<file path="src/hdl/obj_pkg.sv">
// -------------------------------------------------------------------------
// Shared definitions for the object line engine
// Object table layout and word indexes, end marker, visible range,
// graphics and line buffer sizes, scanner states, offset word union
// -------------------------------------------------------------------------

package obj_pkg;

    // Object table
    localparam int obj_count = 16;
    localparam int obj_aw    = 4;
    localparam int word_aw   = 3;
    localparam int tbl_aw    = 7;
    localparam int data_w    = 16;

    localparam logic [word_aw-1:0] w_vpos    = 3'd0; // Top low byte, bottom high byte
    localparam logic [word_aw-1:0] w_xpos    = 3'd1;
    localparam logic [word_aw-1:0] w_pitch   = 3'd2; // Signed, added per line
    localparam logic [word_aw-1:0] w_offset  = 3'd3;
    localparam logic [word_aw-1:0] w_attr    = 3'd4; // Palette 13:8, priority 1:0
    localparam logic [word_aw-1:0] w_scratch = 3'd7; // Running offset

    localparam logic [obj_aw-1:0] last_obj = obj_aw'(obj_count - 1);

    localparam logic [7:0] end_mark  = 8'hf0;
    localparam int         vis_lines = 224;

    // Graphics and pixels
    localparam int gfx_aw    = 5;
    localparam int obj_width = 8;  // Two ROM words
    localparam int pix_w     = 10; // Palette and colour
    localparam int lb_aw     = 9;

    localparam logic [lb_aw-1:0] flip_base = lb_aw'(vis_lines - 1);

    // Scanner states
    localparam logic [1:0] st_idle  = 2'd0;
    localparam logic [1:0] st_read  = 2'd1;
    localparam logic [1:0] st_write = 2'd2;
    localparam logic [1:0] st_draw  = 2'd3;

    typedef struct packed {
        logic        hflip;
        logic [14:0] gfx_addr;
    } obj_offset_s;

    // Offset word, added to as a whole and decoded by the drawer
    typedef union packed {
        logic [data_w-1:0] word;
        obj_offset_s       fld;
    } obj_offset_u;

endpackage

</file>
<file path="src/hdl/obj_scan.sv">
// -------------------------------------------------------------------------
// Object scanner
// Walks the object table at line start, selects objects on the line,
// updates the scratch offset and issues one draw command per object
// -------------------------------------------------------------------------

`timescale 1ns/100ps

module obj_scan (
    input  logic                        clk,
    input  logic                        rst,
    // Object table
    output logic [obj_pkg::tbl_aw-1:0]  tbl_addr,
    output logic                        tbl_we,
    output logic [obj_pkg::data_w-1:0]  tbl_din,
    input  logic [obj_pkg::data_w-1:0]  tbl_dout,
    input  logic                        tbl_wait,
    // Draw commands
    output logic                        dr_start,
    input  logic                        dr_busy,
    output logic [obj_pkg::lb_aw-1:0]   dr_xpos,
    output obj_pkg::obj_offset_u        dr_offset,
    output logic [5:0]                  dr_pal,
    output logic [1:0]                  dr_prio,
    // Video timing
    input  logic                        hstart,
    input  logic [8:0]                  vrender,
    input  logic                        flip
);

    logic [1:0]                  st;
    logic [obj_pkg::obj_aw-1:0]  cur_obj;
    logic [obj_pkg::word_aw-1:0] idx;     // Word being addressed
    logic [obj_pkg::word_aw-1:0] idx_q;   // Word on tbl_dout
    logic                        vld;
    logic                        iss_done;
    logic                        first;
    logic                        go_draw;

    logic [obj_pkg::lb_aw-1:0]   xpos;
    logic [obj_pkg::data_w-1:0]  pitch;   // Two's complement
    logic [obj_pkg::data_w-1:0]  off_start;
    logic [5:0]                  pal;
    logic [1:0]                  prio;
    obj_pkg::obj_offset_u        line_off;

    logic [8:0] vrf;
    logic [7:0] top;
    logic [7:0] bottom;
    logic       inzone;
    logic       badobj;

    assign vrf    = flip ? obj_pkg::flip_base - vrender : vrender;
    assign top    = tbl_dout[7:0];
    assign bottom = tbl_dout[15:8];
    assign inzone = vrf[7:0] >= top && bottom > vrf[7:0];
    assign badobj = top >= bottom;

    assign tbl_addr = {cur_obj, idx};
    assign tbl_we   = st == obj_pkg::st_write;
    assign tbl_din  = line_off.word + pitch; // Next line offset
    assign go_draw  = st == obj_pkg::st_draw && !dr_busy && !dr_start;

    always_ff @(posedge clk or posedge rst) begin
        if (rst) begin
            st       <= obj_pkg::st_idle;
            cur_obj  <= '0;
            idx      <= obj_pkg::w_vpos;
            idx_q    <= obj_pkg::w_vpos;
            vld      <= 1'b0;
            iss_done <= 1'b0;
            dr_start <= 1'b0;
        end else begin
            dr_start <= 1'b0;
            case (st)
                obj_pkg::st_idle: begin
                    cur_obj  <= '0;
                    idx      <= obj_pkg::w_vpos;
                    vld      <= 1'b0;
                    iss_done <= 1'b0;
                    if (hstart && vrf < obj_pkg::vis_lines)
                        st <= obj_pkg::st_read;
                end
                obj_pkg::st_read: begin
                    // Issue side, one word per cycle unless the CPU has the port
                    if (!iss_done) begin
                        vld <= !tbl_wait;
                        if (!tbl_wait) begin
                            idx_q <= idx;
                            if (idx == obj_pkg::w_scratch)
                                iss_done <= 1'b1;
                            else if (idx == obj_pkg::w_attr)
                                idx <= obj_pkg::w_scratch;
                            else
                                idx <= idx + 3'd1;
                        end
                    end else begin
                        vld <= 1'b0;
                    end
                    // Data side
                    if (vld && idx_q == obj_pkg::w_vpos) begin
                        if (bottom >= obj_pkg::end_mark) begin
                            st <= obj_pkg::st_idle; // End of list
                        end else if (!inzone || badobj) begin
                            idx      <= obj_pkg::w_vpos;
                            vld      <= 1'b0;
                            iss_done <= 1'b0;
                            if (cur_obj == obj_pkg::last_obj)
                                st <= obj_pkg::st_idle;
                            else
                                cur_obj <= cur_obj + 1'b1;
                        end
                    end
                    if (vld && idx_q == obj_pkg::w_scratch)
                        st <= obj_pkg::st_write;
                end
                obj_pkg::st_write: begin
                    if (!tbl_wait)
                        st <= obj_pkg::st_draw; // Scratch word updated
                end
                default: begin
                    if (go_draw) begin
                        dr_start <= 1'b1;
                        idx      <= obj_pkg::w_vpos;
                        vld      <= 1'b0;
                        iss_done <= 1'b0;
                        if (cur_obj == obj_pkg::last_obj) begin
                            st <= obj_pkg::st_idle;
                        end else begin
                            cur_obj <= cur_obj + 1'b1;
                            st      <= obj_pkg::st_read;
                        end
                    end
                end
            endcase
        end
    end

    // Descriptor capture and draw command
    always_ff @(posedge clk) begin
        if (vld) begin
            case (idx_q)
                obj_pkg::w_vpos:    first <= top == vrf[7:0];
                obj_pkg::w_xpos:    xpos <= tbl_dout[8:0];
                obj_pkg::w_pitch:   pitch <= tbl_dout;
                obj_pkg::w_offset:  off_start <= tbl_dout;
                obj_pkg::w_attr: begin
                    pal  <= tbl_dout[13:8];
                    prio <= tbl_dout[1:0];
                end
                obj_pkg::w_scratch: line_off.word <= first ? off_start : tbl_dout;
                default: ;
            endcase
        end
        if (go_draw) begin
            dr_xpos   <= xpos;
            dr_offset <= line_off;
            dr_pal    <= pal;
            dr_prio   <= prio;
        end
    end

endmodule

</file>
<file path="config.mk">
export PLATFORM = sky130hd
export DESIGN_NAME = obj_scan
export DESIGN_NICKNAME = d
export VERILOG_FILES = /design/src/hdl/obj_pkg.sv /design/src/hdl/obj_scan.sv
export SDC_FILE = /design/constraint.sdc
export NUM_CORES = 1
export LEC_CHECK = 0
export BUFFER_PORTS_ARGS = -buffer_cell sky130_fd_sc_hd__buf_2
export CAP_MARGIN = 20
export CORE_ASPECT_RATIO = 0.5
export CORE_MARGIN = 4
export CORE_UTILIZATION = 51
export DETAILED_ROUTE_END_ITERATION = 7
export PLACE_DENSITY = 0.86
export SKIP_CTS_REPAIR_TIMING = 1
export SLEW_MARGIN = 20
export SYNTH_ARGS = -nofsm -noshare
export SYNTH_HDL_FRONTEND = slang
export SYNTH_SLANG_ARGS = --single-unit
</file>
<file path="constraint.sdc">
create_clock -name clk -period 2.2 [get_ports clk]
set_input_delay 0.22 -clock clk [delete_from_list [all_inputs] [get_ports clk]]
set_output_delay 0.22 -clock clk [all_outputs]
set_load 0.005 [all_outputs]
</file>
# Yosys cells after proc, flatten, opt, wreduce, memory -nomap -nowiden
# Index checks and enable logic that the tools add are counted.
[op_classes]
addsub = 4
order_cmp = 5
eq_ne = 20
muxes = 42
n_bitwise = 3
reduce_logical = 26
[op_table]
columns = ["op", "count"]
rows = [
  ["$mux 3", 8],
  ["$mux 4", 5],
  ["$add 16x16->16", 1],
  ["$ge 8x8->1", 2],
  ["$mux 16", 1],
  ["$mux 2", 8],
  ["$mux 1", 14],
  ["$reduce_and 2->1", 7],
  ["$eq 3x3->1 const B", 4],
  ["$pmux 4 s3", 1],
  ["$ne 2x2->1 const B", 5],
  ["$lt 9x8->1 const B", 1],
  ["$mux 9", 1],
  ["$pmux 3 s3", 1],
  ["$sub 8x9->9 const A", 1],
  ["$eq 8x8->1", 1],
  ["$ge 8x8->1 const B", 1],
  ["$gt 8x8->1", 1],
  ["$ne 4x4->1 const B", 2],
  ["$eq 3x2->1 const B", 2],
  ["$logic_and 1x1->1", 6],
  ["$pmux 1 s3", 2],
  ["$pmux 2 s3", 1],
  ["$reduce_and 6->1", 1],
  ["other kinds (17)", 23],
]
[word_totals]
register_bits = 114
in_bits = 31
output_inout_bits = 58
word_cells = 118

# Logic depth before layout (Yosys ltp)
# Gate-level depths: netlist (run 1).
[logic_depth]
word_depth = 11
ltp_mapped = 12
ltp_nobuf = 10

# Worst setup path before layout (run 1)
# No wires, ideal clock.
[synth_path]
path_type = "reg-to-output"
from = "reg line_off[0] in the netlist's numbering"
to = "out tbl_din[14] in the netlist's numbering"
arrival_time_ps = 2084
required_ps = 1980
path_slack_ps = -104
path_stages_with_launch = 11
path_cell_list = "edfxtp_1 > ha_1 > inv_1 > fa_1 > nor2b_1 > o21ai_1 > a21oi_1 > o41ai_1 > a31oi_1 > or4_1 > nand3_1"
[synth_between]
elab_chain_cells = 1
[synth_rtl]
columns = ["element", "line_no", "rtl"]
rows = [
  ["start: declaration", "obj_scan.sv:45", "obj_pkg::obj_offset_u line_off;"],
  ["$add 16x16->16", "obj_scan.sv:61", "assign tbl_din = line_off.word + pitch;"],
  ["end: declaration", "obj_scan.sv:15", "output logic [obj_pkg::data_w-1:0] tbl_din,"],
]
# Every way passes these cells.

# Worst setup path after layout (run 1)
# Same ends and word-level chain as after synthesis.

==> results of run 1 <==
-- cell type report --
type                            count  area, um2
Fill cell                         682       3196
Inverter                           33      123.9
Clock buffer                       19      432.9
Timing Repair Buffer              141      855.8
Clock inverter                     12      141.4
Sequential cell                   114       3348
Multi-Input combinational cell    281       2170
Tap cell                          140      175.2
-- layer usage --
metal | part of all wire | wire (um) | vias up
met2 | 0.49 | 7342 | 244
met3 | 0.088 | 1312 | 38
li1 | - | - | 1935
met1 | 0.39 | 5885 | 2054
met5 | 0 | 0 | -
met4 | 0.029 | 439 | 0
-- cell families (layout without fill, tap and decap cells) --
kind of cell    count (synthesis)  count (layout)  share of synthesized area
simple gates                  115             115                     0.1028
xor+xnor                       23              23                    0.04330
compound gates                 96              96                     0.1180
mux                             7               7                    0.01413
fa+ha+maj                      40              40                    0.09109
buf+inv                        41             205                    0.03029
flops                         114             114                     0.6004
-- power by group through the flow --
stage          sequential (mW)  clock (mW)  combinational (mW)
6_report                  2.97        2.72                1.92
3_3_place_gp              2.98           0                1.72
2_1_floorplan             2.94           0                1.12
3_5_place_dp              2.99           0                1.81
5_1_grt                   3.02        2.84                2.10
4_1_cts                   2.96        2.74                1.86
-- worst max-delay path by stage --
stage	start	end	slack, ps
global route	line_off[0]	tbl_din[14]	-1020
detailed placement	pitch[1]	tbl_din[15]	-510
CTS	pitch[1]	tbl_din[15]	-990
floorplan	line_off[0]	tbl_din[14]	-20
global placement	pitch[1]	tbl_din[15]	-360
finish	line_off[0]	tbl_din[14]	-920
-- cell usage after synthesis (8+ instances only) --
master / number / share of area
o21ai_0: 25 / 0.022
nand2_1: 34 / 0.023
xnor2_1: 11 / 0.017
xor2_1: 9 / 0.014
ha_1: 39 / 0.088
nand3_1: 8 / 0.0072
and3_1: 9 / 0.010
nor2_1: 27 / 0.018
a21oi_1: 21 / 0.019
dfrtp_1: 15 / 0.067
inv_1: 33 / 0.022
edfxtp_1: 99 / 0.53
-- sequential cells by signal, summed over array words and instances (netlist names), 3 cells and up --
name       cells
cur_obj        4
pitch         16
pal            6
off_start     16
xpos           9
idx            3
dr_xpos        9
dr_pal         6
idx_q          3
line_off      16
dr_offset     16
-- through the flow --
step / instances / TNS [ps] / area, um2 / hold slack, ps
final: 740 / -6340 / 7247 / 48.68
after floorplan: 436 / -24.85 / 5614 / 121.5
after detailed placement: 707 / -3571 / 6571 / 314.7
after CTS: 738 / -6989 / 7146 / -116.3
after global placement: 707 / -1957 / 6571 / 316.0
after global routing: 740 / -7884 / 7247 / 48.65
==> results.ini, run 1 <==
[cells_and_area]
layout-drive-gt1-share=0.3400
final_common_cell=edfxtp_1
final_core_util=0.6940
synthToLayoutAreaGrowth_pct=29.95
fin_nets=659
insertedDiodeCount=0
final_cell_mix=99 x edfxtp_1, 87 x buf_2, 51 x buf_4

[logic_synthesis]
seq_area_frac_synth=0.6004
ys_seq_elements=114
synth.net_count=507
ys.flop_type=edfxtp_1
netlist_instances=436
ys_types=67
ys_async_sr_fraction=0.1316
synth_edf_count=99
avgSynthCellArea_um2=12.79
yosysWarnings=0
syn_area_um2=5577

[drt]
via_per_inst=5.772
remaining_drc_errors=0
avgRoutedWirePerCell_um=20.24
antenna_left=0
drt_iter0_markers=441
routed_wl_mm=14.98
routed-via-count=4271
first_pass_iters=5

[timing]
skew_ps=8.399
finalHoldViolations=0
rsz0062_at_grt=true
worst_slack_ps=-919.9
final_max_slew_viol_count=0
slew_headroom=0.4718
fmax_mhz=320.5
worst_pin_slew_ps=792.3
fin_crit_sh=1.418
layout_min_cycle_time_ps=3120
finalSetupViolCount=12

[setup_path]
endpoint_kind=output port
reg2reg_from=idx_q[2]
path_delay_family=compound AO/OA/AOI/OAI gates
critPathMaxStageDelay_ps=450
r2r_end=cur_obj[2]
cp_data_arrival_time_ps=2900
worst-path-stages=11
crit_type=register to output port
ff2ff_setup_slack_ps=300
rr_worst_depth=6
cp.buffers_inverters=2
path_max_fanout=2
required_ps=1980
path_cells=ha_2, inv_2, fa_2, nor2b_2, o21ai_2, a21oi_2, o41ai_2, a31oi_1, or4_1, nand3_1, buf_2
startpoint_type=register
critPathSlowestCell=or4_1

[die]
core_um2=10440
die_area_um2=12770
fp.dieH_um=81.94
io-pin-count=89
initial_core_util=0.5340
rows=26
die_x_um=155.9

[cts]
htreeDepth=4
insertion_delay_ps=410
cts_buffer_depth=2
clock_tree.root_cell=clkbuf_16
clk_pin_slew_ps=60
cts_buffers=17
cts_tree=done
cts_sinks=114

[global_route]
grtUsageMet3=0.05684
gr-total-overflow=0
grt_pass1_vias=4300
gr-usage-met1=0.2960
grt_pass1_wl_mm=22.74
grt.busiest_layer=met2
antenna_found_initial=0
use_met2=0.4129
track_usage=0.2379
grt_max_degree=34

[power]
power_frac_clock=0.358
seqPwrFrac=0.390
p_total_mw=7.610
leakagePower_nw=3.091
power.switching_mw=2.246
p_per_area_nw_per_um2=1050
swShare=0.2951
pwr-share-comb=0.252
vdd_ir_drop_max_v=0.0006176
p_int_mw=5.364

[hold_path]
min_to=pitch[15]
worstHoldStart=tbl_dout[15]
hold_class=input port to register
hold_path_depth=1

[placement]
dp_hpwl_mm=9.661
place_ws_ps=-514.3
port_buffers=88
globalplace.congestion=0.8111

[run_status]
violations=setup timing
status=finished, violations left

[job]
maxCapViolCount=0

Note: power is estimated with default switching activity, not from simulation.
==> inputs of run 2 (changes only) <==
- ABC_AREA: unset -> 1
==> run 2 against run 1 <==
- cell count up 8.1%
- hold slack lost 30 ps
- fmax is 8.8% higher
- wire length rose by 2.4%
- critical path type unchanged
- the flow still finishes with violations (setup timing)
- combinational power down 40%
- first-iteration DRC count is 24% lower
- largest cell class unchanged
==> results.ini, run 2 <==
[power]
leakagePower_nw=3.167  ; was 3.091 nW
p_per_area_nw_per_um2=875.3  ; was 1050 nW/um2
vdd_ir_drop_max_v=0.0005225  ; was 0.0006176 V
p_total_mw=6.368  ; was 7.610 mW

[logic_synthesis]
netlist_instances=497  ; was 436
synthTopCellsByArea=edfxtp_1 54%, ha_1 8.8%, dfrtp_1 6.8%, nand2_1 6.0%, inv_1 4.7%  ; was edfxtp_1 53%, ha_1 8.8%, dfrtp_1 6.7%, nand2_1 2.3%, o21ai_0 2.2%
avgSynthCellArea_um2=11.15  ; was 12.79 um2
synth.most_common_cell=edfxtp_1  ; unchanged
ys_seq_elements=114  ; unchanged
ys.flop_type=edfxtp_1  ; unchanged
ys_async_sr_fraction=0.1316  ; unchanged
synth.net_count=568  ; was 507
ys_types=35  ; was 67
synth_common_cells=99 x edfxtp_1, 88 x nand2_1, 69 x inv_1  ; was 99 x edfxtp_1, 39 x ha_1, 34 x nand2_1
synth_top_area_cell=edfxtp_1  ; unchanged
seq_area_frac_synth=0.6041  ; was 0.6004
yosysTopAreaCellShare=0.5363  ; was 0.5331
syn_area_um2=5543  ; was 5577 um2
synth_edf_count=99  ; unchanged
yosysWarnings=0  ; unchanged

[drt]
met1Wirelength_mm=6.319  ; was 5.885 mm
antenna_left=0  ; unchanged
met2_length_mm=7.229  ; was 7.342 mm
top_layer=met4  ; unchanged
routed_wl_mm=15.34  ; was 14.98 mm
first_pass_iters=5  ; unchanged
avgRoutedWirePerCell_um=19.18  ; was 20.24 um
via_per_inst=5.483  ; was 5.772
drt_iter0_markers=337  ; was 441
routed-via-count=4386  ; was 4271
dr_wl_met3_mm=1.390  ; was 1.312 mm
remaining_drc_errors=0  ; unchanged

[die]
core_um2=10410  ; was 10440 um2
initial_core_util=0.5325  ; was 0.5340
die_x_um=155.4  ; was 155.9 um
die_area_um2=12700  ; was 12770 um2
io-pin-count=89  ; unchanged
rows=26  ; unchanged
fp.dieH_um=81.72  ; was 81.94 um

[setup_path]
required_ps=1980  ; about the same
crit_type=register to output port  ; unchanged
cp_data_arrival_time_ps=2650  ; was 2900 ps
path_max_fanout=3  ; was 2
endpoint_kind=output port  ; unchanged
startpoint_type=register  ; unchanged

[placement]
place_ws_ps=-162.8  ; was -514.3 ps
globalplace.congestion=0.8808  ; was 0.8111
port_buffers=88  ; unchanged
dp_hpwl_mm=9.195  ; was 9.661 mm

[job]
maxCapViolCount=0  ; unchanged

[cts]
cts_buffers=17  ; unchanged
clock_tree.root_cell=clkbuf_16  ; unchanged
cts_tree=done  ; unchanged
htreeDepth=4  ; unchanged
cts_sinks=114  ; unchanged
insertion_delay_ps=420  ; was 410 ps
cts_buffer_depth=2  ; unchanged
clk_pin_slew_ps=60  ; about the same

[timing]
layout_min_cycle_time_ps=2868  ; was 3120 ps
rsz0062_at_grt=true  ; unchanged
final_max_slew_viol_count=0  ; unchanged
fin_tns_setup_ps=-4373  ; was -6340 ps
slew_headroom=0.3627  ; was 0.4718
finalHoldViolations=0  ; unchanged
holdWs_ps=18.30  ; was 48.68 ps
worst_slack_ps=-667.5  ; was -919.9 ps
skew_ps=6.963  ; was 8.399 ps
worst_pin_slew_ps=956.0  ; was 792.3 ps
finalSetupViolCount=11  ; was 12
fin_crit_sh=1.303  ; was 1.418
fmax_mhz=348.7  ; was 320.5 MHz

[global_route]
antenna_found_initial=0  ; unchanged
track_usage=0.2220  ; was 0.2379
grt_max_degree=34  ; unchanged
gr-total-overflow=0  ; unchanged
grt_pass1_vias=4050  ; was 4300
grt_pass1_wl_mm=20.90  ; was 22.74 mm

[hold_path]
hold_class=input port to register  ; unchanged

[cells_and_area]
fin_nets=718  ; was 659
final_cell_mix=99 x edfxtp_1, 88 x buf_2, 84 x nand2_1  ; was 99 x edfxtp_1, 87 x buf_2, 51 x buf_4
insertedDiodeCount=0  ; unchanged
synthToLayoutAreaGrowth_pct=31.24  ; was 29.95%
layout-drive-gt1-share=0.3379  ; was 0.3400
final_core_util=0.6988  ; was 0.6940
final_common_cell=edfxtp_1  ; unchanged

[run_status]
violations=setup timing  ; unchanged
status=finished, violations left  ; unchanged

## run 2: cell count changes after synthesis, sizes merged, moves of 5 or more
cell	delta
a31oi	-5
nor2b	-7
nand3	+15
inv	+38
nand2	+70
a21o	-5
a21oi	+9
and3	-9
mux2	-7
o21ai	+5
## run 2: through the flow
step	std cells	area, um2
floorplan	497	5555
global placement	753	6399
detailed placement	753	6399
CTS	785	6943
global route	800	7274
finish	800	7274
## run 2: critical path, stage by stage, from the launching register on
cell and delay (ps):
edfxtp_1 370, ha_2 190, inv_2 40, fa_2 360, nand3b_1 180, nand2_1 100, inv_1 50, o21a_1 230
o21ai_2 160, nand2_1 60, nand2_1 70, nand3_1 60, nand2_1 70, xor2_1 140, buf_2 130
## run 2: kinds of logic (layout without fill, tap and decap cells)
| kind of cell | Yosys count | after routing | share of synthesized area |
|---|---|---|---|
| simple gates | 171 | 171 | 0.1442 |
| flops | 114 | 114 | 0.6041 |
| compound gates | 78 | 78 | 0.07743 |
| buf+inv | 75 | 238 | 0.05260 |
| fa+ha+maj | 40 | 40 | 0.09165 |
| xor+xnor | 19 | 19 | 0.03002 |
## run 2: layout make-up
cell class / instances / area [um2]
Clock buffer: 18 / 429.2
Timing Repair Buffer: 135 / 803.3
Multi-Input combinational cell: 308 / 2135
Fill cell: 679 / 3136
Inverter: 71 / 269.0
Tap cell: 140 / 175.2
Clock inverter: 14 / 115.1
Sequential cell: 114 / 3348
## run 2: worst paths after layout
| kind | start | end | slack, ps | cells past startpoint |
|---|---|---|---|---|
| setup / recovery | line_off[0] | tbl_din[12] | -670 | 14 |
| hold / removal | dr_busy | dr_start | 20 | 2 |
| setup reg to reg | st[0] | cur_obj[3] | 520 | 7 |
| hold reg to reg | xpos[1] | dr_xpos[1] | 420 | 0 |
| max in group asynchronous | rst | idx_q[2] | 1430 | 3 |
| min in group asynchronous | rst | cur_obj[0] | 400 | 3 |
## run 2: metal layers
| metal | GRT usage | up-vias |
|---|---|---|
| met1 | 0.2865 | 2046 |
| met2 | 0.3547 | 277 |
| met3 | 0.06316 | 41 |
| met4 | 0.1013 | 0 |
| li1 | - | 2022 |
| met5 | 0 | - |
## run 2: where the power goes
group | total, mW | internal (mW) | leakage, nW | switching, mW
Clock | 2.55 | 1.54 | 0.250 | 1.01
Combinational | 1.16 | 0.420 | 1.82 | 0.736
Sequential | 2.66 | 2.52 | 1.09 | 0.141
==> inputs of run 3 (changes only) <==
- SETUP_SLACK_MARGIN: unset -> 0.05
==> run 3 against run 2 <==
- the run still ends with setup timing left
- critical path depth decreased by 3
- clock power about the same
- sequential share of layout area decreased by 0.18 points
- clock skew increased by 3.2 ps
- fmax increased by 1.0%
- hold slack improved by 4.2 ps
- critical path type unchanged
==> results.ini, run 3 (synthesized netlist as in run 2, its figures left out) <==
[job]
maxCapViolCount=0  ; unchanged

[global_route]
grt_pass1_wl_mm=21.56  ; was 20.90 mm
gr-total-overflow=0  ; unchanged
antenna_found_initial=2  ; was 0
grt_max_degree=34  ; unchanged
track_usage=0.2240  ; was 0.2220
grt_pass1_vias=4330  ; was 4050

[placement]
port_buffers=88  ; unchanged
dp.cells=755  ; was 753
dp_hpwl_mm=9.415  ; was 9.195 mm
globalplace.congestion=0.8950  ; was 0.8808

[cts]
clk_pin_slew_ps=60  ; about the same
insertion_delay_ps=420  ; about the same
cts_sinks=114  ; unchanged
cts_buffers=17  ; unchanged
clock_tree.root_cell=clkbuf_16  ; unchanged
cts_tree=done  ; unchanged
cts_buffer_depth=2  ; unchanged
htreeDepth=4  ; unchanged

[cells_and_area]
final_common_cell=edfxtp_1  ; unchanged
fin_nets=720  ; was 718
layout-drive-gt1-share=0.3444  ; was 0.3379
insertedDiodeCount=0  ; unchanged
synthToLayoutAreaGrowth_pct=31.76  ; was 31.24%
fillers=664  ; was 679
seq_area_um2=3348  ; unchanged
instances_no_fill=802  ; was 800
final_cell_mix=99 x edfxtp_1, 88 x buf_2, 84 x nand2_1  ; unchanged
final_core_util=0.7016  ; was 0.6988
multi_input_area_um2=2126  ; was 2135 um2

[timing]
slew_headroom=0.3657  ; was 0.3627
finalSetupViolCount=12  ; was 11
final_max_slew_viol_count=0  ; unchanged
worst_pin_slew_ps=951.4  ; was 956.0 ps
skew_ps=10.12  ; was 6.963 ps
fin_crit_sh=1.290  ; was 1.303
layout_min_cycle_time_ps=2838  ; was 2868 ps
holdWs_ps=22.50  ; was 18.30 ps
fmax_mhz=352.4  ; was 348.7 MHz
fin_tns_setup_ps=-3987  ; was -4373 ps
worst_slack_ps=-638.1  ; was -667.5 ps
rsz0062_at_grt=true  ; unchanged
finalHoldViolations=0  ; unchanged

[drt]
antenna_left=0  ; unchanged
first_pass_iters=5  ; unchanged
drt_iter0_markers=371  ; was 337
remaining_drc_errors=0  ; unchanged
dr_wl_met3_mm=1.535  ; was 1.390 mm
met1Wirelength_mm=5.845  ; was 6.319 mm
routed_wl_mm=15.03  ; was 15.34 mm
top_layer=met5  ; was met4
avgRoutedWirePerCell_um=18.74  ; was 19.18 um
met2_length_mm=7.224  ; was 7.229 mm
routed-via-count=4393  ; was 4386
via_per_inst=5.478  ; was 5.483

[power]
p_total_mw=6.420  ; was 6.368 mW
vdd_ir_drop_max_v=0.0006329  ; was 0.0005225 V
leakagePower_nw=3.195  ; was 3.167 nW
p_per_area_nw_per_um2=879.1  ; was 875.3 nW/um2

[setup_path]
reg2reg_from=st[0]  ; unchanged
required_ps=1980  ; about the same
path_max_fanout=3  ; unchanged
crit_type=register to output port  ; unchanged
startpoint=line_off[0]  ; unchanged
startpoint_type=register  ; unchanged
cp_data_arrival_time_ps=2620  ; was 2650 ps
endpoint_kind=output port  ; unchanged

[die]
io-pin-count=89  ; unchanged
fp.dieH_um=81.72  ; unchanged
initial_core_util=0.5325  ; unchanged
die_x_um=155.4  ; unchanged
die_area_um2=12700  ; unchanged
core_um2=10410  ; unchanged
rows=26  ; unchanged

[run_status]
status=finished, violations left  ; unchanged
violations=setup timing  ; unchanged

[hold_path]
hold_class=input port to register  ; unchanged
worstHoldStart=dr_busy  ; unchanged

==> run 3: cell count changes in the layout (fill, tap and decap cells not counted), moves of 2 or more <==
cell        delta
clkinv_4       +4
buf_6          +2
nand2_2        +2
inv_6          +2
a21oi_1        -2
nand2_4        -2
a21oi_2        +2
clkinvlp_4     -4
==> run 3: critical path: stages (launching register included) <==
cell and delay, ps:
edfxtp_1 370, ha_2 210, inv_2 40, fa_2 330
nand3b_1 200, nand2_2 100, inv_2 30, o21a_1 210
o21ai_0 240, buf_4 170, xor2_1 160, buf_2 140
==> run 3: path summary, 6_finish.rpt <==
check                           slack [ps]  cells after the start          end
worst max-delay path                  -640                     11  tbl_din[14]
worst min register to register         420                      0   dr_xpos[3]
worst max register to register         550                      7   cur_obj[2]
worst min-delay path                    20                      2     dr_start
min in group asynchronous              410                      3        st[1]
max in group asynchronous             1410                      3     idx_q[0]
==> run 3: area by class of cell <==
type,count,area share
clock buffer,17,0.05825
clock inverter,15,0.01833
inverter,71,0.03683
multi-input combinational,308,0.2911
sequential,114,0.4585
tap,140,0.02398
timing repair buffer,137,0.1131
==> run 3: metrics by stage <==
stage	instance area, um2	worst slack, ps
finish	7303	-638.1
global route	7303	-745.6
CTS	6975	-631.7
detailed placement	6416	-154.0
global placement	6416	-63.74
floorplan	5563	-369.6
==> run 3: routing by layer <==
metal,global-route usage,vias up
li1,-,2013
met1,0.2695,2067
met2,0.3841,264
met3,0.07842,45
met4,0.07424,4
met5,0,-
==> run 3: where the power goes <==
part	internal (mW)	leakage (nW)	switching (mW)
clock	1.56	0.272	1.03
combinational	0.441	1.83	0.732
sequential	2.52	1.09	0.143
